==> src/common/matcalc_pkg.sv <==
// shared sizes, element and matrix types and enums for the matrix calculator core, import with ::*
`default_nettype none

package matcalc_pkg;

	// ==============================
	// sizes
	// ==============================
	localparam int MAX_DIM    = 5;                   // rows or cols, 1..5
	localparam int MAX_ELEMS  = MAX_DIM * MAX_DIM;   // 25 per buffer
	localparam int ELEM_W     = 8;                   // operand element
	localparam int RES_W      = 16;                  // widened result element
	localparam int DIM_W      = 3;
	localparam int IDX_W      = $clog2(MAX_ELEMS);   // flat row-major index, 5 bits
	localparam int SCALAR_MAX = 9;                   // legal scalar 0..9

	// ==============================
	// data types
	// ==============================
	typedef logic [ELEM_W-1:0] elem_t;
	typedef logic [RES_W-1:0]  res_t;
	typedef logic [DIM_W-1:0]  dim_t;

	// element 0 is row 0 col 0, then row-major
	typedef logic [MAX_ELEMS-1:0][ELEM_W-1:0] elem_mat_t;   // 200 bits
	typedef logic [MAX_ELEMS-1:0][RES_W-1:0]  res_mat_t;    // 400 bits

	// ==============================
	// encodings
	// ==============================
	typedef enum logic [1:0] {
		OP_TRANSPOSE = 2'd0,
		OP_SCALAR    = 2'd1,
		OP_ADD       = 2'd2,
		OP_MULTIPLY  = 2'd3
	} op_e;

	typedef enum logic [1:0] {
		ST_OK         = 2'd0,
		ST_DIM_ERR    = 2'd1,   // add size mismatch or inner dims differ
		ST_SCALAR_ERR = 2'd2    // scalar above SCALAR_MAX
	} status_e;

	// command controller states
	typedef enum logic [2:0] {
		IDLE   = 3'd0,
		CHECK  = 3'd1,   // scalar and dimension checks
		RUN_EW = 3'd2,   // elementwise branch busy
		RUN_MM = 3'd3,   // multiply branch busy
		STREAM = 3'd4,   // result going out
		REPORT = 3'd5    // done pulse, status valid
	} calc_state_e;

endpackage

`default_nettype wire

==> src/rtl/operand_store.sv <==
// holds operand matrices A and B, filled element by element from the load stream
`timescale 1ns/1ps
`default_nettype none

module operand_store import matcalc_pkg::*; (
	input  wire       clk,
	input  wire       rst_n,
	input  wire       ld_valid,
	input  wire       ld_slot,     // 0 = A, 1 = B
	input  wire       ld_first,    // first element, dims sampled here
	input  dim_t      ld_m,
	input  dim_t      ld_n,
	input  elem_t     ld_data,
	input  wire       busy,
	output logic      ld_ready,
	output elem_mat_t mat_a,
	output elem_mat_t mat_b,
	output dim_t      m_a,
	output dim_t      n_a,
	output dim_t      m_b,
	output dim_t      n_b
);

	logic             rdy_q;    // low for one cycle out of reset
	logic [IDX_W-1:0] wr_idx;   // next position in the slot
	logic             ld_acc;   // element taken this cycle
	logic             idx_ok;

	assign ld_ready = rdy_q & ~busy;   // operands frozen during a command
	assign ld_acc   = ld_valid & ld_ready;
	assign idx_ok   = (wr_idx < IDX_W'(MAX_ELEMS));

	always_ff @(posedge clk or negedge rst_n) begin
		if (!rst_n) begin
			rdy_q <= 1'b0;
		end else begin
			rdy_q <= 1'b1;
		end
	end

	// write index and latched dimensions
	always_ff @(posedge clk or negedge rst_n) begin
		if (!rst_n) begin
			wr_idx <= '0;
			m_a    <= '0;
			n_a    <= '0;
			m_b    <= '0;
			n_b    <= '0;
		end else if (ld_acc) begin
			if (ld_first) begin
				wr_idx <= IDX_W'(1);   // element 0 goes in with the header
				if (ld_slot) begin
					m_b <= ld_m;
					n_b <= ld_n;
				end else begin
					m_a <= ld_m;
					n_a <= ld_n;
				end
			end else if (idx_ok) begin
				wr_idx <= wr_idx + 1'b1;
			end
		end
	end

	// slot buffers
	// whole slot zeroed on ld_first so a smaller matrix leaves no stale tail
	always_ff @(posedge clk) begin
		if (ld_acc && !ld_slot) begin
			if (ld_first) begin
				mat_a    <= '0;
				mat_a[0] <= ld_data;   // later nba wins over the clear
			end else if (idx_ok) begin
				mat_a[wr_idx] <= ld_data;
			end
		end
		if (ld_acc && ld_slot) begin
			if (ld_first) begin
				mat_b    <= '0;
				mat_b[0] <= ld_data;
			end else if (idx_ok) begin
				mat_b[wr_idx] <= ld_data;
			end
		end
	end

endmodule

`default_nettype wire

==> config.mk <==
export PLATFORM = sky130hd
export DESIGN_NAME = operand_store
export DESIGN_NICKNAME = d
export VERILOG_FILES = /design/src/common/matcalc_pkg.sv /design/src/rtl/operand_store.sv
export SDC_FILE = /design/constraint.sdc
export NUM_CORES = 1
export LEC_CHECK = 0
export BUFFER_PORTS_ARGS = -buffer_cell sky130_fd_sc_hd__buf_2
export CELL_PAD_IN_SITES_DETAIL_PLACEMENT = 0
export CELL_PAD_IN_SITES_GLOBAL_PLACEMENT = 1
export CORE_MARGIN = 1
export CORE_UTILIZATION = 35
export CTS_CLUSTER_DIAMETER = 150
export CTS_CLUSTER_SIZE = 12
export DETAILED_ROUTE_END_ITERATION = 8
export PLACE_DENSITY_LB_ADDON = 0.1
export SLEW_MARGIN = 20
export SYNTH_ARGS = -nofsm -noshare
export SYNTH_HDL_FRONTEND = slang
export SYNTH_SLANG_ARGS = --single-unit
==> constraint.sdc <==
create_clock -name clk -period 11.95 [get_ports clk]
set_input_delay 3.585 -clock clk [delete_from_list [all_inputs] [get_ports clk]]
set_output_delay 3.585 -clock clk [all_outputs]
set_load 0.005 [all_outputs]
==> key figures <==
Run status
  – Outcome: completed

Die
  – Top Ports: between 400 and 500
  – Core Rows: slightly above 80
  – Die Span Y: between 200 and 250 um
  – Initial core utilization: a little over a third
  – Die Area: between 0.05 and 0.06 mm2
  – Die W: 231 um
  – Core Region: a little over 0.05 mm2

Pwr
  – Clock power share: 37.7%
  – Overall power: between 3 and 4 mW
  – NetSw: between 700 and 800 uW
  – Static leakage: 8.93 nW
  – Combinational share of power: just over 9%
  – Max VDD drop: about 0.092 mV
  – Sequential share of power: 53.2%
  – Pwr dens: about 140 mW/mm2
  – Switching Fraction: 24.4%
  – P_int: 2.37 mW

Detailed routing
  – Detailed router's first-iteration violation count: roughly 1200
  – Drt drc: 0
  – Routed wire length: just under 60000 um
  – Pre-antenna DRT Iters: 5
  – Met3 Routed Length: 4650 um
  – Avg WL per Cell: 22.1 um
  – Vias: about 14000
  – Top Metal Used: met4
  – M1 WL: about 26000 um
  – Post-route ant nets: 0
  – Avg Vias per Cell: 5.11
  – WL met2: around 28000 um

Setup path
  – R2R Setup Slk: 8.12 ns
  – Setup CP Type: in2out
  – Worst reg2reg startpoint: wr_idx[3]
  – FF-to-FF End: mat_b[156]
  – Critical Path Start Type: input pin
  – Crit end category: primary output
  – Worst-case reg-to-reg path depth: 6
  – CP max FO: 3
  – CP required: 8.37 ns
  – Crit path launch: busy
  – Arr. time, crit path: approximately 4 ns

Placement
  – Final RePlAce weighted congestion: 0.786
  – Placed Cells incl. Taps: approximately 2600
  – Port Buf Inserts: ~430
  – DPL Wire Length: 37000 um

GRT
  – First-pass GRT wire length: roughly 87000 um
  – Vias in the first global route: between 10000 and 15000
  – All-Layer GR Usage: between 20 and 25%
  – Initial antenna violation count: 0
  – Total gr overflow: 0
  – Largest net degree at the start of global routing: around 150

STA
  – Fin. Hold Viols: 0
  – Unrepaired setup endpoints after global routing: no
  – Max_slew headroom: around a quarter
  – Setup clock skew after layout: between 0.02 and 0.03 ns
  – Setup-failing EPs final: 0
  – Max-slew violations: 0
  – Fmax: approximately 0.13 GHz
  – Final period util: around 63%
  – Fin crit period: 7.49 ns
  – Worst Tran Pin Value: between 1 and 1.5 ns

Logic synthesis
  – Ys async rst share: 4.31%
  – Post-synthesis sequential area ratio: 68.1%
  – Yosys Warn Count: 0
  – Post-synthesis register bit count: 418
  – Post-synth top area share: between 60 and 70%
  – Top FF cell, synth: edfxtp_1
  – Top post-synthesis cells by area: edfxtp_1, nand2_1, a21oi_1, dfrtp_1, clkbuf_1
  – Yosys cell types: 43
  – Synthesized cell area: approximately 0.018 mm2
  – Count of flip-flops with a built-in enable after synthesis: 400
  – Avg Inst Size Synth: 11.2 um2
  – Post-Synthesis Cells: around 1600
  – Top-count cell post-synth: nand2_1
  – Cell taking the most area after synthesis: edfxtp_1
  – Syn Nets: around 1700
  – Synth cell count leaders: nand2_1, edfxtp_1, a21oi_1, clkbuf_1, buf_2

CTS
  – CTS Root Cell: clkbuf_16
  – CTS tree: yes
  – Worst-Skew Late Latency: approximately 0.57 ns
  – Num CTS Buffers: 40
  – CTS Hold Bufs: 0
  – Clock sink count: approximately 420
  – Clock transition at the registers of the reported paths: roughly 0.06 ns
  – Clk buf depth: 3
  – Clock H-tree levels: 2
  – Postcts setup bufs: 0
  – PostCTS Resize Cnt: 0

Finish
  – Finished Layout Cells: 2680
  – ANT cells: 0
  – Nets: about 2000
  – Layout cells sized above 1: 26.6%
  – Area grow syn2layout: 19.9%

Job
  – Max-Cap Viols: 0

Worst hold path
  – Hold Path Origin: m_b[0]
  – Hold endpoint: m_b[0]
  – Worst Hold Depth: 1
  – Hold Crit Class: reg2reg
worst max-delay path, cell delays in order:
cell and delay [ns]:
buf_2 0.11, nor2b_1 0.10, buf_2 0.12
sequential cells by signal, summed over array words and instances, names as in the netlist:
register  cells
mat_b       200
n_b           3
m_b           3
mat_a       200
n_a           3
rdy_q         1
m_a           3
wr_idx        5
logic make-up (layout without fill, tap and decap cells):
| logic type | after synthesis | in the layout | synth area share [%] |
|---|---|---|---|
| and+or+nand+nor | 651 | 651 | 15.9 |
| DFF | 418 | 418 | 68.1 |
| AOI/OAI and AO/OA | 397 | 397 | 11.0 |
| buffers and inverters | 151 | 517 | 4.08 |
| muxes | 12 | 12 | 0.738 |
| adders and majority gates | 4 | 4 | 0.273 |
| other | 1 | 1 | 0.0205 |
worst max-delay path by stage:
stage | endpoint | slack, ns | cells past startpoint
after floorplan | mat_a[100] | -0.91 | 4
after global placement | ld_ready | 4.43 | 3
after detailed placement | ld_ready | 4.45 | 3
after CTS | ld_ready | 4.45 | 3
after global routing | ld_ready | 4.43 | 3
final | ld_ready | 4.46 | 3
metal layers:
layer	vias up	GRT usage [%]
met5	-	0
met4	0	5.22
met3	69	5.82
met2	468	33.8
met1	6713	29.9
li1	6454	-
final cells by class:
type,count,area [um2]
clock inverters,2,17.5
clock buffers,58,1100
flip-flops and latches,418,12500
repair buffers,454,2380
inverters,3,11.3
fillers,5052,29600
well taps,680,851
multi-input cells,1065,5130
per-stage QoR:
stage          util (%)  cell area [um2]  worst slack, ns  TNS [ns]  hold slack, ns
6_report           42.6            22000             4.46         0           0.506
5_1_grt            42.6            22000             4.43         0           0.524
4_1_cts            42.6            21900             4.45         0           0.507
3_5_place_dp       40.4            20800             4.45         0           0.494
3_3_place_gp       40.4            20800             4.43         0           0.484
2_1_floorplan         -            18300           -0.906   -347.88           0.504
power groups by stage:
stage | registers [mW] | logic [mW] | clock network [mW]
finish | 1.67 | 0.286 | 1.18
global route | 1.67 | 0.317 | 1.27
CTS | 1.67 | 0.290 | 1.22
detailed placement | 1.70 | 0.289 | 0
global placement | 1.70 | 0.285 | 0
floorplan | 1.71 | 0.181 | 0
layout by cell type, fill, tap and decap left out, types with 2 or more instances in the layout:
cell type	instances
buf_12	2
buf_4	19
nor4b_4	3
nand2_1	577
buf_2	431
nor4bb_1	10
and3b_1	2
dfrtp_1	15
inv_1	3
edfxtp_1	400
clkbuf_1	16
a21oi_1	385
ha_1	4
dfrtp_2	3
mux2_2	12
or4b_1	3
nand4b_2	8
inv_6	2
and4bb_2	2
nand4bb_1	12
nor2b_1	9
o21ai_0	4
nor3_2	2
nor2_4	2
a31oi_1	2
clkbuf_16	41
and4b_1	9
nand3_1	3
Power figures use the tool's default switching activity.
