==> src/common/matcalc_pkg.sv <==
// shared sizes, element and matrix types and enums for the matrix calculator core, import with ::*
`default_nettype none

package matcalc_pkg;

	// ==============================
	// sizes
	// ==============================
	localparam int MAX_DIM    = 5;                   // rows or cols, 1..5
	localparam int MAX_ELEMS  = MAX_DIM * MAX_DIM;   // 25 per buffer
	localparam int ELEM_W     = 8;                   // operand element
	localparam int RES_W      = 16;                  // widened result element
	localparam int DIM_W      = 3;
	localparam int IDX_W      = $clog2(MAX_ELEMS);   // flat row-major index, 5 bits
	localparam int SCALAR_MAX = 9;                   // legal scalar 0..9

	// ==============================
	// data types
	// ==============================
	typedef logic [ELEM_W-1:0] elem_t;
	typedef logic [RES_W-1:0]  res_t;
	typedef logic [DIM_W-1:0]  dim_t;

	// element 0 is row 0 col 0, then row-major
	typedef logic [MAX_ELEMS-1:0][ELEM_W-1:0] elem_mat_t;   // 200 bits
	typedef logic [MAX_ELEMS-1:0][RES_W-1:0]  res_mat_t;    // 400 bits

	// ==============================
	// encodings
	// ==============================
	typedef enum logic [1:0] {
		OP_TRANSPOSE = 2'd0,
		OP_SCALAR    = 2'd1,
		OP_ADD       = 2'd2,
		OP_MULTIPLY  = 2'd3
	} op_e;

	typedef enum logic [1:0] {
		ST_OK         = 2'd0,
		ST_DIM_ERR    = 2'd1,   // add size mismatch or inner dims differ
		ST_SCALAR_ERR = 2'd2    // scalar above SCALAR_MAX
	} status_e;

	// command controller states
	typedef enum logic [2:0] {
		IDLE   = 3'd0,
		CHECK  = 3'd1,   // scalar and dimension checks
		RUN_EW = 3'd2,   // elementwise branch busy
		RUN_MM = 3'd3,   // multiply branch busy
		STREAM = 3'd4,   // result going out
		REPORT = 3'd5    // done pulse, status valid
	} calc_state_e;

endpackage

`default_nettype wire

==> src/alu/result_streamer.sv <==
// picks the finished branch result and streams it out row-major under res_ready back-pressure
`timescale 1ns/1ps
`default_nettype none

module result_streamer import matcalc_pkg::*; (
	input  wire      clk,
	input  wire      rst_n,
	input  wire      st_start,
	input  wire      st_sel,      // 0 = elementwise, 1 = multiply
	input  res_mat_t ew_res,
	input  res_mat_t mm_res,
	input  dim_t     ew_m,
	input  dim_t     ew_n,
	input  dim_t     mm_m,
	input  dim_t     mm_n,
	input  wire      res_ready,
	output logic     res_valid,
	output res_t     res_data,
	output logic     res_last,
	output dim_t     res_m,
	output dim_t     res_n,
	output logic     st_done
);

	res_mat_t         buf_q;     // latched result
	logic [IDX_W-1:0] rd_idx;
	logic [IDX_W-1:0] total;
	logic             xfer;

	assign total    = IDX_W'(res_m) * IDX_W'(res_n);
	assign res_data = buf_q[rd_idx];   // registered source, stable while stalled
	assign res_last = (rd_idx == total - 1'b1);
	assign xfer     = res_valid & res_ready;
	assign st_done  = xfer & res_last;   // fires with the final transfer

	// ==============================
	// stream control
	// ==============================
	always_ff @(posedge clk or negedge rst_n) begin
		if (!rst_n) begin
			res_valid <= 1'b0;
			rd_idx    <= '0;
		end else if (st_start) begin
			res_valid <= 1'b1;
			rd_idx    <= '0;
		end else if (xfer) begin
			if (res_last) begin
				res_valid <= 1'b0;
			end else begin
				rd_idx <= rd_idx + 1'b1;
			end
		end
	end

	// selected branch, held until the next st_start
	always_ff @(posedge clk) begin
		if (st_start) begin
			buf_q <= st_sel ? mm_res : ew_res;
			res_m <= st_sel ? mm_m : ew_m;
			res_n <= st_sel ? mm_n : ew_n;
		end
	end

endmodule

`default_nettype wire

==> config.mk <==
export PLATFORM = sky130hd
export DESIGN_NAME = result_streamer
export DESIGN_NICKNAME = d
export VERILOG_FILES = /design/src/common/matcalc_pkg.sv /design/src/alu/result_streamer.sv
export SDC_FILE = /design/constraint.sdc
export NUM_CORES = 1
export LEC_CHECK = 0
export BUFFER_PORTS_ARGS = -buffer_cell sky130_fd_sc_hd__clkbuf_2
export CAP_MARGIN = 40
export CORE_AREA = 2 2 332 334
export DETAILED_ROUTE_END_ITERATION = 8
export DIE_AREA = 0 0 334 336
export PLACE_DENSITY = 0.39
export SLEW_MARGIN = 20
export SYNTH_ARGS = -nofsm -noshare
export SYNTH_HDL_FRONTEND = slang
export SYNTH_SLANG_ARGS = --single-unit
==> constraint.sdc <==
create_clock -name clk -period 3.15 [get_ports clk]
set_input_delay 0.63 -clock clk [delete_from_list [all_inputs] [get_ports clk]]
set_output_delay 0.63 -clock clk [all_outputs]
set_load 0.05 [all_outputs]
==> results.yml <==
timing:
  fin_crit_sh_pct: 124
  clock.fmax_ghz: 0.255
  tns_ps: -7240
  setup_viol: 18
  slew_headroom_pct: 48.1
  layout_min_cycle_time_ps: 3920
  hold_ws_ps: 343
  final-hold-violation-count: 0
  rsz0062_at_grt: "true"
  setup_slack_ps: -769
  slew_violations: 0
  worst_pin_slew_ps: 779
  skew_ps: 2.54
clock_tree:
  cts-root-buf: "clkbuf_16"
  cts_tree: "done"
  clock_latency_ps: 580
  cts_buffers: 49
  clk_pin_slew_ps: 60
  cts_sinks: 412
  h-tree-depth: 2
  cts_buffer_depth: 3
routing:
  drc: 0
  drt_iter0_markers: 686
  wl_per_cell_um: 22.2
  routed_wirelength_um: 79900
  vias_per_cell: 3.98
  drt_pass1_iterations: 4
  ant_nets: 0
  dr_total_vias: 14300
grt:
  grt-ovfl-total: 0
  gr-usage-all-layers_pct: 13.6
  antenna_found_initial: 3
  first_global_vias: 15900
  grt_max_degree: 70
  grt_first_pass_wirelength_um: 109000
power_and_ir_drop:
  vdd_drop_max_mv: 0.295
  internal-power_mw: 12.2
  clkPwrFrac_pct: 35.6
  pwr-share-comb_pct: 22.9
  p_sw_share_pct: 25.7
  p_leak_nw: 12.2
  p_seq_share_pct: 41.5
  p_switching_mw: 4.20
  power_per_cell_area_nw_per_um2: 534
floorplan:
  dieWidth_um: 334
  die_height_um: 336
  start_util_pct: 19.1
  io-pin-count: 842
  core_um2: 108000
  rows: 121
  dieArea_um2: 112000
critical_path:
  cp_max_fo: 4
  end_kind: "primary output"
  path_delay_family: "adder cells"
  cp_slowest_stage_delay_ps: 540
  crit_chain: "nand2_1 -> ha_1 -> fa_1 -> inv_2 -> fa_2 -> xor2_2 -> nor4_4 -> buf_6 -> and3_4 -> buf_12"
  required_ps: 2520
  r2r_slack_ps: 20
  r2r-end: "rd_idx[4]"
  cp.depth: 10
  path_buf_inv: 3
  slowest_stage: "fa_2"
  startpoint_type: "flip-flop"
  r2r_start: "res_m[1]"
  worstPathArrival_ps: 3290
  cp-endpoint: "st_done"
  crit_type: "reg2out"
  reg2reg_depth: 12
  startpoint: "res_m[1]"
hold_path:
  hold_path_class: "in2reg"
logic_synthesis:
  syn_inst: 1163
  muxShareOfSynthArea_pct: 34.3
  synth_warnings: 0
  syn-cell-area_um2: 20700
  seq_area_frac_synth_pct: 59.5
  synth-xor-area-share_pct: 0.404
  synth_nets: 1990
  synth_top_family_by_area: "multiplexers"
  yosys.area_share.simple_pct: 1.29
  ys_types: 35
  ys_seq_elements: 412
  syn_area_per_cell_um2: 17.8
  synthAdderAreaFrac_pct: 0.676
  synth_compound_area_share_pct: 1.86
finish:
  fillers: 11100
  fin_cells: 3595
  area_growth_pct: 47.8
  final_nets: 2967
  final_cell_mix: "clkbuf_2 (821), mux2_2 (409), edfxtp_1 (406)"
  layout_commonest_cell: "clkbuf_2"
  drive_gt1_share_pct: 76.4
outcome:
  violations: "negative setup slack"
  status: "finished, violations left"
placed_design:
  portBuffers: 841
  hpwl_um: 63400
  dpl_worst_slack_ps: -262
  gp_congestion: 0.892
  place_inst: 3455
run:
  cap_violations: 0
==> metrics by stage <==
| step | utilization (%) | cell area [um^2] | total power [mW] |
|---|---|---|---|
| detailed placement | 25.4 | 27500 | 10.1 |
| finish | 28.3 | 30600 | 16.4 |
| global placement | 25.4 | 27500 | 10.1 |
| global route | 28.3 | 30600 | 17.1 |
| floorplan | - | 20700 | 8.43 |
| CTS | 27.9 | 30300 | 16.5 |
==> registers in the layout, indices dropped and copies added, names as in the netlist <==
register	flops
buf_q	400
rd_idx	5
res_m	3
res_n	3
res_valid	1
==> cell usage after synthesis <==
| library cell | count | area (um^2) |
|---|---|---|
| xnor3_1 | 1 | 22.5 |
| and3_1 | 1 | 6.26 |
| or2_2 | 1 | 6.26 |
| a21boi_2 | 1 | 11.3 |
| clkbuf_1 | 33 | 124 |
| o21ai_1 | 8 | 40.0 |
| a21oi_1 | 12 | 60.1 |
| mux4_2 | 96 | 2160 |
| a221oi_1 | 8 | 70.1 |
| o22ai_1 | 8 | 50.1 |
| mux2_2 | 410 | 4620 |
| buf_4 | 6 | 45.0 |
| mux2i_1 | 33 | 330 |
| nand3_1 | 1 | 5.00 |
| xnor2_1 | 5 | 43.8 |
| xor2_1 | 2 | 17.5 |
| nand4_1 | 2 | 12.5 |
| nor4_4 | 1 | 21.3 |
| nor2b_1 | 6 | 37.5 |
| a22o_1 | 8 | 70.1 |
| edfxtp_1 | 406 | 12200 |
| nand2b_1 | 4 | 25.0 |
| a211o_1 | 8 | 70.1 |
| buf_1 | 12 | 45.0 |
| a21o_1 | 2 | 15.0 |
| and2_1 | 5 | 31.3 |
| buf_6 | 2 | 22.5 |
| nand2_1 | 8 | 30.0 |
| dfrtp_1 | 6 | 150 |
| ha_1 | 8 | 100 |
| and4b_1 | 1 | 10.0 |
| nor2_1 | 22 | 82.6 |
| fa_1 | 2 | 40.0 |
| inv_1 | 4 | 15.0 |
| buf_2 | 30 | 150 |
==> power groups by stage <==
stage          sequential, mW  clock [mW]  combinational (mW)
2_1_floorplan            6.83           0                1.59
3_3_place_gp             6.91           0                3.16
3_5_place_dp             6.92           0                3.17
4_1_cts                  6.80        6.04                3.71
5_1_grt                  6.84        6.22                4.02
6_report                 6.79        5.82                3.75
==> worst register-to-register path, stage by stage, from the launching register on <==
cell	delay, ps
edfxtp_1	380
nand2_1	70
ha_1	310
fa_1	530
inv_2	50
fa_2	540
xor2_2	180
nor4_4	70
buf_6	140
buf_4	130
buf_6	120
a21oi_1	160
mux2_2	350
==> cell families after synthesis <==
kind of cell,after synthesis
DFF,412
buffers and inverters,87
AOI/OAI and AO/OA,55
and+or+nand+nor,52
xor gates and xnor gates,8
adders and majority gates,10
muxes,539
==> worst min-delay path by stage <==
stage                 from         end  cells past startpoint
2_1_floorplan        rst_n   rd_idx[0]                      0
3_3_place_gp         rst_n   res_valid                      1
3_5_place_dp         rst_n   res_valid                      1
4_1_cts         ew_res[18]   buf_q[18]                      2
5_1_grt        ew_res[197]  buf_q[197]                      2
6_report        ew_res[18]   buf_q[18]                      2
==> per-layer routing <==
layer / vias up / GRT usage [%] / routed length (um)
met1: 7032 / 16.4 / 33000
li1: 6680 / - / -
met5: - / 0 / 13
met4: 2 / 3.19 / 1580
met3: 85 / 2.66 / 4170
met2: 508 / 24.7 / 41100
==> cell type report <==
class / instances / area [um^2] / share of cell area, %
Tap cell: 1414 / 1770 / 5.78
Antenna cell: 1 / 2.50 / 0.00817
Inverter: 4 / 15.0 / 0.0490
Timing Repair Buffer: 1009 / 6290 / 20.5
Sequential cell: 412 / 12400 / 40.3
Clock buffer: 62 / 1320 / 4.30
Clock inverter: 29 / 327 / 1.07
Multi-Input combinational cell: 664 / 8560 / 27.9
==> repair_timing <==
| action | in CTS | in global routing |
|---|---|---|
| endpoints found under the hold margin | 6 | 0 |
| gates resized for setup | 144 | 66 |
| setup buffers | 26 | 23 |
| hold buffers | 1 | 0 |
| endpoints found under the setup margin | 18 | 23 |
| pin swaps | 15 | 16 |
| cloned | 6 | 1 |
Note: power is estimated with default switching activity, not from simulation.
