==> config.mk <==
export PLATFORM = sky130hd
export DESIGN_NAME = calc_ctrl
export DESIGN_NICKNAME = d
export VERILOG_FILES = /design/src/common/matcalc_pkg.sv /design/src/alu/calc_ctrl.sv
export SDC_FILE = /design/constraint.sdc
export NUM_CORES = 1
export LEC_CHECK = 0
export ABC_CLOCK_PERIOD_IN_PS = 1590
export BUFFER_PORTS_ARGS = -buffer_cell sky130_fd_sc_hd__buf_2
export CAP_MARGIN = 20
export CELL_PAD_IN_SITES_DETAIL_PLACEMENT = 0
export CELL_PAD_IN_SITES_GLOBAL_PLACEMENT = 1
export CORE_MARGIN = 5
export CORE_UTILIZATION = 30
export CTS_CLUSTER_DIAMETER = 60
export CTS_CLUSTER_SIZE = 24
export DETAILED_ROUTE_END_ITERATION = 10
export GPL_ROUTABILITY_DRIVEN = 0
export HOLD_SLACK_MARGIN = 0.08
export MAX_ROUTING_LAYER = met4
export PLACE_DENSITY = 0.71
export SLEW_MARGIN = 20
export SYNTH_ARGS = -nofsm -noshare
export SYNTH_HDL_FRONTEND = slang
export SYNTH_SLANG_ARGS = --single-unit
==> constraint.sdc <==
create_clock -name clk -period 1.59 [get_ports clk]
set_clock_uncertainty 0.05 [all_clocks]
set_input_delay 0.159 -clock clk [delete_from_list [all_inputs] [get_ports clk]]
set_output_delay 0.159 -clock clk [all_outputs]
set_load 0.05 [all_outputs]
==> src/common/matcalc_pkg.sv <==
// shared sizes, element and matrix types and enums for the matrix calculator core, import with ::*
`default_nettype none

package matcalc_pkg;

	// ==============================
	// sizes
	// ==============================
	localparam int MAX_DIM    = 5;                   // rows or cols, 1..5
	localparam int MAX_ELEMS  = MAX_DIM * MAX_DIM;   // 25 per buffer
	localparam int ELEM_W     = 8;                   // operand element
	localparam int RES_W      = 16;                  // widened result element
	localparam int DIM_W      = 3;
	localparam int IDX_W      = $clog2(MAX_ELEMS);   // flat row-major index, 5 bits
	localparam int SCALAR_MAX = 9;                   // legal scalar 0..9

	// ==============================
	// data types
	// ==============================
	typedef logic [ELEM_W-1:0] elem_t;
	typedef logic [RES_W-1:0]  res_t;
	typedef logic [DIM_W-1:0]  dim_t;

	// element 0 is row 0 col 0, then row-major
	typedef logic [MAX_ELEMS-1:0][ELEM_W-1:0] elem_mat_t;   // 200 bits
	typedef logic [MAX_ELEMS-1:0][RES_W-1:0]  res_mat_t;    // 400 bits

	// ==============================
	// encodings
	// ==============================
	typedef enum logic [1:0] {
		OP_TRANSPOSE = 2'd0,
		OP_SCALAR    = 2'd1,
		OP_ADD       = 2'd2,
		OP_MULTIPLY  = 2'd3
	} op_e;

	typedef enum logic [1:0] {
		ST_OK         = 2'd0,
		ST_DIM_ERR    = 2'd1,   // add size mismatch or inner dims differ
		ST_SCALAR_ERR = 2'd2    // scalar above SCALAR_MAX
	} status_e;

	// command controller states
	typedef enum logic [2:0] {
		IDLE   = 3'd0,
		CHECK  = 3'd1,   // scalar and dimension checks
		RUN_EW = 3'd2,   // elementwise branch busy
		RUN_MM = 3'd3,   // multiply branch busy
		STREAM = 3'd4,   // result going out
		REPORT = 3'd5    // done pulse, status valid
	} calc_state_e;

endpackage

`default_nettype wire

==> src/alu/calc_ctrl.sv <==
// command FSM, checks the operands, runs one compute branch then the stream, reports status
`timescale 1ns/1ps
`default_nettype none

module calc_ctrl import matcalc_pkg::*; (
	input  wire     clk,
	input  wire     rst_n,
	input  wire     start,      // one-cycle pulse
	input  op_e     op,
	input  elem_t   scalar,
	input  dim_t    m_a,
	input  dim_t    n_a,
	input  dim_t    m_b,
	input  dim_t    n_b,
	input  wire     ew_done,
	input  wire     mm_done,
	input  wire     st_done,
	output logic    ew_start,
	output logic    mm_start,
	output logic    st_start,
	output logic    st_sel,     // 0 = elementwise, 1 = multiply
	output logic    busy,
	output logic    done,
	output status_e status,
	output op_e     op_q,       // latched command for the units
	output elem_t   scalar_q
);

	calc_state_e state;
	status_e     chk_status;

	// ==============================
	// operand checks, priority order
	// ==============================
	always_comb begin
		chk_status = ST_OK;
		if (op_q == OP_SCALAR && scalar_q > elem_t'(SCALAR_MAX)) begin
			chk_status = ST_SCALAR_ERR;
		end else if (op_q == OP_ADD && (m_a != m_b || n_a != n_b)) begin
			chk_status = ST_DIM_ERR;
		end else if (op_q == OP_MULTIPLY && n_a != m_b) begin
			chk_status = ST_DIM_ERR;   // inner dims must agree
		end
	end

	// busy drops in REPORT, together with the done pulse
	assign busy = (state == CHECK) || (state == RUN_EW) ||
	              (state == RUN_MM) || (state == STREAM);
	assign done = (state == REPORT);

	always_ff @(posedge clk or negedge rst_n) begin
		if (!rst_n) begin
			state    <= IDLE;
			ew_start <= 1'b0;
			mm_start <= 1'b0;
			st_start <= 1'b0;
			st_sel   <= 1'b0;
			status   <= ST_OK;
			op_q     <= OP_TRANSPOSE;
			scalar_q <= '0;
		end else begin
			ew_start <= 1'b0;   // pulses
			mm_start <= 1'b0;
			st_start <= 1'b0;
			case (state)
				IDLE, REPORT: begin
					state <= IDLE;
					if (start) begin   // not busy here, so start is taken
						op_q     <= op;
						scalar_q <= scalar;
						state    <= CHECK;
					end
				end
				CHECK: begin
					status <= chk_status;
					if (chk_status != ST_OK) begin
						state <= REPORT;   // error path, no result stream
					end else if (op_q == OP_MULTIPLY) begin
						state    <= RUN_MM;
						mm_start <= 1'b1;
						st_sel   <= 1'b1;
					end else begin
						state    <= RUN_EW;
						ew_start <= 1'b1;
						st_sel   <= 1'b0;
					end
				end
				RUN_EW: begin
					if (ew_done) begin
						state    <= STREAM;
						st_start <= 1'b1;
					end
				end
				RUN_MM: begin
					if (mm_done) begin
						state    <= STREAM;
						st_start <= 1'b1;
					end
				end
				STREAM: begin
					if (st_done) state <= REPORT;   // last element went out
				end
				default: state <= IDLE;
			endcase
		end
	end

endmodule

`default_nettype wire

==> flow_metrics.env <==
export IMPL_outcome="finished, violations left"
export IMPL_violations="negative setup slack"
export IMPL_worst_r2r_setup_slack_ps=-90
export IMPL_setup_slack_ps=-86.9
export IMPL_place_detailed_hpwl_mm=1.84
export IMPL_post_synth_num_cell_types=27
export IMPL_synth_cells_most_frequent="19 x dfrtp_1, 11 x mux2_2, 7 x xnor2_1"
export IMPL_endpoint_kind="flip-flop"
export IMPL_antenna_diode_count=0
export IMPL_drt_drc_violations_left=0
export IMPL_ir_worst_vdd_uv=1030
export IMPL_synth_ff_latch_count=19
export IMPL_min_delay_path_class="input pin to flip-flop"
export IMPL_die_width_um=66.7
export IMPL_totalWireLength_mm=2.40
export IMPL_worstPathArrival_ps=1800
export IMPL_clkTransAtPathRegs_ps=110
export IMPL_number_of_standard_cells_after_synthesis=86
export IMPL_pin_count_of_the_biggest_net_entering_global_routing=20
export IMPL_overall_routing_resource_usage_pct=12.7
export IMPL_drive_above_1_share_pct=53.8
export IMPL_final_min_clock_period_ps=1680
export IMPL_finish_net_count=185
export IMPL_yosysWarningCount=0
export IMPL_insertion_delay_ps=290
export IMPL_synth_cell_area_um2=965
export IMPL_maxCapViolations=0
export IMPL_cts_tree="yes"
export IMPL_drc_violation_total_after_the_first_tritonroute_iteration=54
export IMPL_maxSlewViolCount=0
export IMPL_clock_fmax_ghz=0.596
export IMPL_most_used_flip_flop_cell_after_synthesis="dfrtp_1"
export IMPL_synth_top_cells_by_area="dfrtp_1 49%, mux2_2 13%, xnor2_1 6.4%, xor2_1 3.6%, a21oi_1 3.1%"
export IMPL_required_ps=1720
export IMPL_timing_setup_critical_path_class="flip-flop to flip-flop"
export IMPL_max_clock_path_buffers=2
export IMPL_cp_start_kind="flip-flop"
export IMPL_area_delta_synth_final_pct=58.2
export IMPL_dr_total_vias=898
export IMPL_synthMostInstantiatedCell="dfrtp_1"
export IMPL_fin_setup_tns_ps=-122
export IMPL_grt_first_pass_wirelength_mm=4.24
export IMPL_finalCritPeriodShare_pct=105
export IMPL_slew_limit_headroom_pct=72.0
export IMPL_worst_slew_pin_slew_ps=420
export IMPL_syn_avg_cell_area_um2=11.2
export IMPL_post_synth_top_area_fraction_pct=49.3
export IMPL_ctsHtreeMaxLevel=1
export IMPL_pre_cts_ws_ps=-228
export IMPL_hold_viol_final=0
export IMPL_setup_viol=2
export IMPL_clock_sink_count=19
export IMPL_synthesized_net_count=114
export IMPL_design_portCount=46
export IMPL_timing_critical_path_fanout_max=4
export IMPL_grt_pass1_vias=962
export IMPL_leftover_overflow_at_the_end_of_global_routing=0
export IMPL_portion_of_the_post_synthesis_area_used_by_sequential_elements_pct=49.3
export IMPL_rows=20
export IMPL_power_density_cell_area_nw_per_um2=2190
export IMPL_ys_async_sr_fraction_pct=100
export IMPL_cts_buffers=3
export IMPL_cts_root_buffer="clkbuf_4"
export IMPL_viasPerCell=4.49
export IMPL_wire_per_inst_um=12.0
export IMPL_dieArea_um2=4450
export IMPL_floorplan_initialDensity_pct=31.3
export IMPL_total_leakage_power_nw=0.738
export IMPL_grt_antenna_before_repair=0
export IMPL_drt_pass1_iter_count=4
export IMPL_synthDominantAreaCellType="dfrtp_1"
export IMPL_floorplan_die_height_um=66.7
export IMPL_io_buffer_count=45
export IMPL_placeableCoreArea_um2=3080
export IMPL_drtAntennaViolNets=0
export IMPL_setup_repair_after_global_routing_missed_its_margin="yes"
export IMPL_synth_enable_flop_cells=0
placed cells by master, fill, tap and decap left out, drive strengths merged, types with 2 or more instances in the layout:
cell / n
dfrtp: 19
xnor2: 7
nand2: 6
dlygate4sd3: 11
mux2: 11
nand3b: 2
nor2: 2
nor3: 3
a31oi: 2
buf: 59
or3: 2
a21oi: 6
clkbuf: 3
xor2: 4
inv: 3
o21ai: 5
cell families after synthesis:
kind of cell,Yosys count,synth area share (%)
buf+inv,7,2.98
mux,11,12.8
simple gates,21,13.0
flops,19,49.3
xor+xnor,11,9.99
compound gates,17,11.9
sequential cells by signal, summed over array words and instances (netlist names):
name      flops
ew_start      1
mm_start      1
op_q          2
scalar_q      8
st_sel        1
st_start      1
state         3
status        2
layout make-up:
cell class / count / area, µm²
well taps: 44 / 55.1
fillers: 283 / 1550
flip-flops and latches: 19 / 477
multi-input cells: 60 / 492
clock inverters: 1 / 7.51
inverters: 3 / 11.3
repair buffers: 70 / 462
clock buffers: 3 / 22.5
power breakdown:
part | switching (mW) | leakage, nW | internal, mW | total (mW)
clock | 0.145 | 0.0139 | 0.0957 | 0.240
combinational | 1.37 | 0.490 | 0.859 | 2.23
sequential | 0.173 | 0.234 | 0.705 | 0.878
total | 1.69 | 0.738 | 1.66 | 3.35
worst max-delay path, stage by stage (launching register included):
cell and delay [ps]:
dfrtp_2 420, or4_4 430, o211ai_4 240, a21oi_2 70, or3_1 340
path summary, 6_finish.rpt:
kind / to / cells past startpoint / from
max in group asynchronous: op_q[0] / 2 / rst_n
max: state[2] / 4 / op_q[0]
max reg2reg: state[2] / 4 / op_q[0]
min: state[0] / 3 / mm_done
min in group asynchronous: scalar_q[1] / 2 / rst_n
min reg2reg: st_sel / 1 / st_sel
timing repair:
action,CTS,global route
gates resized for setup,4,2
buffers inserted,2,2
pin swaps,0,1
hold buffers,11,0
endpoints found under the setup margin,3,4
endpoints found under the hold margin,29,0
per-stage QoR:
stage               util (%)  instance area, µm²  power [mW]  instances  hold WS [ps]
finish                  49.6                1530        3.35        200           150
global route            49.6                1530        3.56        200           132
CTS                     48.8                1500        3.30        198           139
detailed placement      43.4                1340        2.95        181          65.8
global placement        43.4                1340        2.92        181          64.4
floorplan                  -                 986        2.36         86          -187
routing by layer:
layer / track usage (%) / wire, µm / vias to the layer above
met3: 1.18 / 105 / 4
met1: 14.8 / 998 / 421
met5: - / 0 / -
met4: 6.09 / 42 / 0
met2: 21.9 / 1260 / 27
li1: - / - / 446
(Power assumes the default switching activity.)
