--- config.mk ---
export PLATFORM = sky130hd
export DESIGN_NAME = matmul_unit
export DESIGN_NICKNAME = d
export VERILOG_FILES = /design/src/common/matcalc_pkg.sv /design/src/alu/matmul_unit.sv
export SDC_FILE = /design/constraint.sdc
export NUM_CORES = 1
export LEC_CHECK = 0
export BUFFER_PORTS_ARGS = -buffer_cell sky130_fd_sc_hd__buf_2
export CAP_MARGIN = 0
export CORE_AREA = 2 2 322 324
export CTS_CLUSTER_DIAMETER = 80
export DETAILED_ROUTE_END_ITERATION = 8
export DIE_AREA = 0 0 324 326
export PLACE_DENSITY = 0.48
export REMOVE_ABC_BUFFERS = 1
export SYNTH_ARGS = -nofsm -noshare
export SYNTH_HDL_FRONTEND = slang
export SYNTH_SLANG_ARGS = --single-unit
--- constraint.sdc ---
create_clock -name clk -period 22.5 [get_ports clk]
set_input_delay 0 -clock clk [delete_from_list [all_inputs] [get_ports clk]]
set_output_delay 0 -clock clk [all_outputs]
set_load 0.005 [all_outputs]
--- src/common/matcalc_pkg.sv ---
// shared sizes, element and matrix types and enums for the matrix calculator core, import with ::*
`default_nettype none

package matcalc_pkg;

	// ==============================
	// sizes
	// ==============================
	localparam int MAX_DIM    = 5;                   // rows or cols, 1..5
	localparam int MAX_ELEMS  = MAX_DIM * MAX_DIM;   // 25 per buffer
	localparam int ELEM_W     = 8;                   // operand element
	localparam int RES_W      = 16;                  // widened result element
	localparam int DIM_W      = 3;
	localparam int IDX_W      = $clog2(MAX_ELEMS);   // flat row-major index, 5 bits
	localparam int SCALAR_MAX = 9;                   // legal scalar 0..9

	// ==============================
	// data types
	// ==============================
	typedef logic [ELEM_W-1:0] elem_t;
	typedef logic [RES_W-1:0]  res_t;
	typedef logic [DIM_W-1:0]  dim_t;

	// element 0 is row 0 col 0, then row-major
	typedef logic [MAX_ELEMS-1:0][ELEM_W-1:0] elem_mat_t;   // 200 bits
	typedef logic [MAX_ELEMS-1:0][RES_W-1:0]  res_mat_t;    // 400 bits

	// ==============================
	// encodings
	// ==============================
	typedef enum logic [1:0] {
		OP_TRANSPOSE = 2'd0,
		OP_SCALAR    = 2'd1,
		OP_ADD       = 2'd2,
		OP_MULTIPLY  = 2'd3
	} op_e;

	typedef enum logic [1:0] {
		ST_OK         = 2'd0,
		ST_DIM_ERR    = 2'd1,   // add size mismatch or inner dims differ
		ST_SCALAR_ERR = 2'd2    // scalar above SCALAR_MAX
	} status_e;

	// command controller states
	typedef enum logic [2:0] {
		IDLE   = 3'd0,
		CHECK  = 3'd1,   // scalar and dimension checks
		RUN_EW = 3'd2,   // elementwise branch busy
		RUN_MM = 3'd3,   // multiply branch busy
		STREAM = 3'd4,   // result going out
		REPORT = 3'd5    // done pulse, status valid
	} calc_state_e;

endpackage

`default_nettype wire

--- src/alu/matmul_unit.sv ---
// sequential matrix product, one multiply-accumulate per cycle into a result buffer
`timescale 1ns/1ps
`default_nettype none

module matmul_unit import matcalc_pkg::*; (
	input  wire       clk,
	input  wire       rst_n,
	input  wire       mm_start,
	input  elem_mat_t mat_a,
	input  elem_mat_t mat_b,
	input  dim_t      m_a,
	input  dim_t      n_a,       // also rows of B
	input  dim_t      n_b,
	output logic      mm_done,
	output res_mat_t  mm_res,
	output dim_t      mm_m,
	output dim_t      mm_n
);

	logic             running;
	dim_t             row, col, inner;
	res_t             acc;       // partial dot product
	res_t             sum;
	logic [IDX_W-1:0] a_idx, b_idx, r_idx;
	logic             inner_last, col_last, row_last;

	// flat row-major indices
	assign a_idx = IDX_W'(row) * IDX_W'(n_a) + IDX_W'(inner);
	assign b_idx = IDX_W'(inner) * IDX_W'(n_b) + IDX_W'(col);
	assign r_idx = IDX_W'(row) * IDX_W'(n_b) + IDX_W'(col);

	assign sum = acc + res_t'(mat_a[a_idx]) * res_t'(mat_b[b_idx]);

	assign inner_last = (inner == n_a - 3'd1);
	assign col_last   = (col == n_b - 3'd1);
	assign row_last   = (row == m_a - 3'd1);

	// ==============================
	// counters and accumulator
	// ==============================
	always_ff @(posedge clk or negedge rst_n) begin
		if (!rst_n) begin
			running <= 1'b0;
			mm_done <= 1'b0;
			row     <= '0;
			col     <= '0;
			inner   <= '0;
			acc     <= '0;
		end else begin
			mm_done <= 1'b0;
			if (mm_start) begin
				running <= 1'b1;
				row     <= '0;
				col     <= '0;
				inner   <= '0;
				acc     <= '0;
			end else if (running) begin
				if (!inner_last) begin
					inner <= inner + 3'd1;
					acc   <= sum;
				end else begin
					inner <= '0;
					acc   <= '0;   // dot product written below
					if (!col_last) begin
						col <= col + 3'd1;
					end else begin
						col <= '0;
						if (row_last) begin
							running <= 1'b0;
							mm_done <= 1'b1;   // after the last element
						end else begin
							row <= row + 3'd1;
						end
					end
				end
			end
		end
	end

	// result buffer, m_a x n_b
	always_ff @(posedge clk) begin
		if (mm_start) begin
			mm_m <= m_a;
			mm_n <= n_b;
		end
		if (running && inner_last) mm_res[r_idx] <= sum;
	end

endmodule

`default_nettype wire

==> flow_metrics.py, run 1 <==
metrics = {
    "drt": {
        "wirelength_mm": 76.1,
        "ant_nets": 0,
        "drt-wirelength-per-cell_um": 21.6,
        "drt_iter0_drc": 891,
        "drt_pre_antenna_iters": 5,
        "drc": 0,
        "via_count": 14400,
        "viasPerCell": 4.10,
    },
    "synth": {
        "synth_top_cell_area_share_pct": 58.5,
        "ys_top_cells_by_area": "edfxtp_1, mux4_2, fa_1, ha_1, mux2i_1",
        "ys_seq_area_share_pct": 61.8,
        "postSynthAreaPerCell_um2": 16.8,
        "synthFlopType": "edfxtp_1",
        "syn_inst": 1241,
        "synth_largest_area_cell": "edfxtp_1",
        "synth_area_um2": 20800,
        "ys_types": 64,
        "ys_seq_elements": 433,
        "synthArstFlopShare_pct": 6.24,
        "synth_edf_count": 406,
        "ys_warn_count": 0,
    },
    "flow_run": {
        "drv_cap": 0,
    },
    "worst_setup_path": {
        "path_cells": "nand2_1 > fa_1 > inv_1 > fa_1 > fa_2 > nand2b_1 > o32ai_1 > o21ai_0 > a21o_1 > a21o_1 > fa_1 > inv_1 > fa_1 > inv_1 > fa_1 > fa_1 > inv_1 > ha_1 > nand3_1 > o211ai_1 > and3_1 > o31ai_1 > and2_1",
        "worstPathMaxFanout": 47,
        "startpoint_type": "register",
        "crit_path_end_kind": "register",
        "critPathSlowestCell": "fa_2",
        "worstRegToRegCells": 23,
        "cp.required_ps": 22710,
        "r2r_slack_ps": 13430,
        "r2r_start": "inner[2]",
        "criticalPathCategory": "register to register",
        "cp_common_cell": "fa_1",
        "r2r_end": "mm_res[14]",
        "cp.arrival_ps": 9280,
        "critPathMaxStageDelay_ps": 1290,
    },
    "placed_design": {
        "gp_congestion": 0.937,
        "post-place-cells": 3428,
        "pre_cts_ws_ps": 13330,
        "numPortBuffers": 818,
        "place_hpwl_mm": 58.5,
    },
    "cells_and_area": {
        "layout_commonest_cell": "buf_2",
        "areaGrowthSynthToFinish_pct": 35.5,
        "fin_util_pct": 27.5,
        "fin_cells": 3515,
        "fillers": 10600,
        "drive_gt1_share_pct": 49.1,
        "mostFrequentLayoutCells": "buf_2, edfxtp_1, inv_1",
        "fin_nets": 2636,
    },
    "timing": {
        "tightest_slew_ps": 1240,
        "final-setup-viol-count": 0,
        "rsz0062_at_grt": "false",
        "fin_tns_setup_ps": 0,
        "finalHoldViolCount": 0,
        "finClkSkew_ps": 12.1,
        "post-route-min-period_ps": 9070,
        "fmax_ghz": 0.110,
        "relSlewSlack_pct": 17.3,
        "layout_setup_ws_ps": 13430,
        "fin_crit_sh_pct": 40.3,
        "drv_slew": 0,
    },
    "floorplan": {
        "die_h_um": 326,
        "dieArea_um2": 106000,
        "rows": 118,
        "start_util_pct": 20.3,
        "io_pins": 819,
        "die_w_um": 324,
        "core_area_um2": 103000,
    },
    "clock_network": {
        "cts_root_buffer": "clkbuf_16",
        "cts_setup_buffers": 0,
        "cts_tree": "yes",
        "clock_sinks": 433,
        "h-tree-depth": 2,
        "cts_made_buffers": 42,
        "clockBufferDepth": 3,
        "clk_pin_slew_ps": 60,
        "clk_latency_ps": 570,
    },
    "global_routing": {
        "grt_pass1_wl_mm": 106,
        "grt_pass1_vias": 15200,
        "grt_max_degree": 55,
        "grt-ovfl-total": 0,
        "antenna_found_initial": 5,
        "grt_usage_pct": 13.7,
    },
    "outcome": {
        "status": "finished clean",
    },
    "worst_hold_path": {
        "worstHoldPathType": "input port to asynchronous set/reset pin",
    },
}
-- routing by layer --
layer	global-route usage, %	vias to the layer above	wire, um
met5	0	-	0
met4	4.94	0	2470
li1	-	6430	-
met3	2.13	92	4620
met2	25.6	704	39600
met1	15.6	7187	29400
-- flip-flops by register name, indices dropped and copies added, names as in the netlist --
| register | count |
|---|---|
| mm_res | 400 |
| acc | 16 |
| col | 3 |
| inner | 3 |
| mm_m | 3 |
| mm_n | 3 |
| row | 3 |
| mm_done | 1 |
| running | 1 |
-- final cells by class --
| class | instances | area [um^2] | share of cell area [%] |
|---|---|---|---|
| Inverter | 117 | 439 | 1.56 |
| Timing Repair Buffer | 858 | 4410 | 15.6 |
| Antenna cell | 1 | 2.50 | 0.00887 |
| Clock buffer | 49 | 1080 | 3.82 |
| Multi-Input combinational cell | 648 | 7360 | 26.1 |
| Tap cell | 1380 | 1730 | 6.12 |
| Sequential cell | 433 | 12900 | 45.6 |
| Clock inverter | 29 | 327 | 1.16 |
-- repair_timing --
action | CTS | global route
gates resized for setup | 0 | 0
endpoints found under the hold margin | 48 | 0
hold buffers | 8 | 0
-- critical path: cells and delay by family, from the launching register on --
family	cells	cell delay, ps
adders and majority gates	8	4840
buffers and inverters	4	200
AOI/OAI and AO/OA	6	1350
DFF	1	480
and+or+nand+nor	5	1750
-- metrics by stage --
| stage | instance area [um^2] | hold WS (ps) |
|---|---|---|
| 6_report | 28200 | 27.1 |
| 5_1_grt | 28200 | 77.9 |
| 3_3_place_gp | 26700 | 87.2 |
| 4_1_cts | 28200 | 15.8 |
| 2_1_floorplan | 20500 | -296 |
| 3_5_place_dp | 26700 | 92.3 |
-- cell families (layout without fill, tap and decap cells) --
kind of cell | Yosys count | count (layout) | synth area share [%]
AO/OA/AOI/OAI | 132 | 132 | 4.70
XOR/XNOR | 38 | 38 | 1.97
adder cells (fa/ha/maj) | 124 | 124 | 9.58
buffers and inverters | 160 | 1053 | 3.90
flip-flops | 433 | 433 | 61.8
multiplexers | 170 | 170 | 13.6
other | 0 | 1 | 0
AND/OR/NAND/NOR | 184 | 184 | 4.44
-- worst max-delay path by stage --
stage / from / cells after the start / endpoint
2_1_floorplan: row[2] / 23 / mm_res[109]
3_3_place_gp: inner[2] / 24 / mm_res[62]
3_5_place_dp: inner[2] / 23 / mm_res[319]
4_1_cts: inner[2] / 23 / mm_res[319]
5_1_grt: inner[2] / 23 / mm_res[14]
6_report: inner[2] / 23 / mm_res[14]
-- Yosys cell counts (all sizes together), types with 3 or more instances --
cell      n
nand4     4
or2       8
clkbuf    9
edfxtp  406
a21o     27
a211o     7
buf      34
nor2b     3
mux4     80
o32ai     8
ha       65
mux2i    88
a21oi    27
nor3b     4
nand2    35
a22o     15
nor2     61
xor2      9
and2     20
inv     117
nor3     10
nand2b    8
fa       59
o22ai     8
a211oi    7
xnor2    27
and3      8
dfrtp    27
o311ai    4
nand3    14
o21ai    17
Power of run 1 is left out: the tool's default activity adds up to more than one toggle a clock period on the data nets, which glitch-free logic cannot reach.
==> inputs of run 2 (changes only) <==
--- a/config.mk
+++ b/config.mk
@@ -7,11 +7,11 @@
 export LEC_CHECK = 0
 export BUFFER_PORTS_ARGS = -buffer_cell sky130_fd_sc_hd__buf_2
 export CAP_MARGIN = 0
-export CORE_AREA = 2 2 322 324
+export CORE_AREA = 2 2 319 321
 export CTS_CLUSTER_DIAMETER = 80
 export DETAILED_ROUTE_END_ITERATION = 8
-export DIE_AREA = 0 0 324 326
-export PLACE_DENSITY = 0.48
+export DIE_AREA = 0 0 321 323
+export PLACE_DENSITY = 0.5
 export REMOVE_ABC_BUFFERS = 1
 export SYNTH_ARGS = -nofsm -noshare
 export SYNTH_HDL_FRONTEND = slang
==> constraint.sdc (replaced) <==
create_clock -name clk -period 7.95 [get_ports clk]
set_input_delay 0 -clock clk [delete_from_list [all_inputs] [get_ports clk]]
set_output_delay 0 -clock clk [all_outputs]
set_load 0.005 [all_outputs]
==> flow_metrics.py, run 2 (same netlist as run 1, synthesis figures left out) <==
metrics = {
    "global_routing": {
        "grt_usage_pct": 14.2,
        "grt_pass1_vias": 15500,
        "grt_max_degree": 48,
        "grt_busiest_layer": "met2",
        "gr-usage-met3_pct": 2.58,
        "grt-ovfl-total": 0,
        "grt_pass1_wl_mm": 107,
        "grt_util_met2_pct": 26.4,
        "antenna_found_initial": 8,
        "grt_use_met1_pct": 16.2,
    },
    "worst_setup_path": {
        "r2r_end": "mm_res[78]",
        "r2r_slack_ps": 320,
        "r2r_start": "inner[2]",
        "worstPathMaxFanout": 47,
        "criticalPathCategory": "register to register",
        "crit_path_end_kind": "register",
        "cp.arrival_ps": 7910,
        "crit_start": "inner[2]",
        "worstRegToRegCells": 23,
        "startpoint_type": "register",
        "endpoint": "mm_res[78]",
        "cp.required_ps": 8240,
    },
    "timing": {
        "rsz0062_at_grt": "false",
        "layout_setup_ws_ps": 323,
        "post-route-min-period_ps": 7630,
        "drv_slew": 0,
        "fin_crit_sh_pct": 95.9,
        "fmax_ghz": 0.131,
        "holdWs_ps": 69.6,
        "finClkSkew_ps": 22.7,
        "final-setup-viol-count": 0,
        "relSlewSlack_pct": 20.9,
        "tightest_slew_ps": 1180,
        "finalHoldViolCount": 0,
    },
    "cells_and_area": {
        "layout_commonest_cell": "buf_2",
        "fin_cells": 3498,
        "mostFrequentLayoutCells": "buf_2, edfxtp_1, inv_1",
        "areaGrowthSynthToFinish_pct": 38.5,
        "largest_reg_flops": 400,
        "top_register": "mm_res",
        "reg_top3": "mm_res: 400 flops, acc: 16 flops",
        "drive_gt1_share_pct": 50.5,
        "fin_nets": 2693,
    },
    "placed_design": {
        "numPortBuffers": 818,
        "place_hpwl_mm": 60.8,
        "pre_cts_ws_ps": 274,
        "post-place-cells": 3411,
        "gp_congestion": 0.957,
    },
    "floorplan": {
        "die_h_um": 323,
        "dieArea_um2": 104000,
        "start_util_pct": 20.7,
        "core_area_um2": 101000,
        "io_pins": 819,
        "die_w_um": 321,
        "rows": 117,
    },
    "drt": {
        "drt-wirelength-per-cell_um": 22.2,
        "via_count": 14800,
        "ant_nets": 0,
        "drt_iter0_drc": 850,
        "viasPerCell": 4.22,
        "drt_pre_antenna_iters": 8,
        "wirelength_mm": 77.5,
        "drc": 0,
    },
    "clock_network": {
        "cts_root_buffer": "clkbuf_16",
        "cts_tree": "yes",
        "clk_latency_ps": 570,
        "clock_sinks": 433,
        "cts_made_buffers": 43,
        "clockBufferDepth": 3,
        "clk_pin_slew_ps": 70,
        "h-tree-depth": 2,
    },
    "worst_hold_path": {
        "worstHoldPathType": "input port to asynchronous set/reset pin",
    },
    "outcome": {
        "status": "finished clean",
    },
    "flow_run": {
        "drv_cap": 0,
    },
}
## run 2: routing by layer
metal	wire (um)	up-vias
li1	-	6539
met1	29800	7371
met2	40200	711
met3	4960	125
met4	2610	6
met5	34	-
## run 2: what timing repair did
action | CTS | global route
resized for setup | 0 | 6
endpoints found under the setup margin | 0 | 53
hold endpoints to repair | 47 | 0
hold buffers | 8 | 0
buffers inserted | 0 | 2
## run 2: how the worst min path moves through the flow
stage	from	to	depth (start not counted)
2_1_floorplan	rst_n	acc[0]	0
5_1_grt	rst_n	acc[10]	2
3_5_place_dp	rst_n	acc[0]	1
6_report	rst_n	acc[10]	2
4_1_cts	rst_n	inner[0]	2
3_3_place_gp	rst_n	acc[0]	1
## run 2: cell type report
type | instances | area [um^2]
clock inverters | 29 | 392
multi-input cells | 648 | 7380
well taps | 1309 | 1640
flip-flops and latches | 433 | 12900
repair buffers | 914 | 5020
fillers | 10300 | 71900
inverters | 117 | 439
clock buffers | 46 | 1090
diodes | 2 | 5.00
## run 2: worst max-delay path: stages, from the launching register on
cell,delay (ps)
dfrtp_1,340
nand2_1,80
fa_1,530
inv_1,50
fa_1,500
fa_2,580
buf_12,250
mux4_2,340
mux2i_1,360
nand2_1,170
o311ai_4,190
a21oi_1,170
fa_1,580
fa_1,430
fa_1,490
inv_1,50
fa_1,480
inv_1,40
ha_1,380
and3_1,200
and3_1,170
or4_1,530
and2_1,210
buf_12,170
## run 2: through the flow
stage          cell area (um^2)  TNS, ps  utilization [%]
5_1_grt                   28800        0             28.6
3_3_place_gp              27200        0             27.0
2_1_floorplan             20500   -98650                -
3_5_place_dp              27200        0             27.0
4_1_cts                   28800        0             28.6
6_report                  28800        0             28.6
Power of run 2 is left out for the same reason.
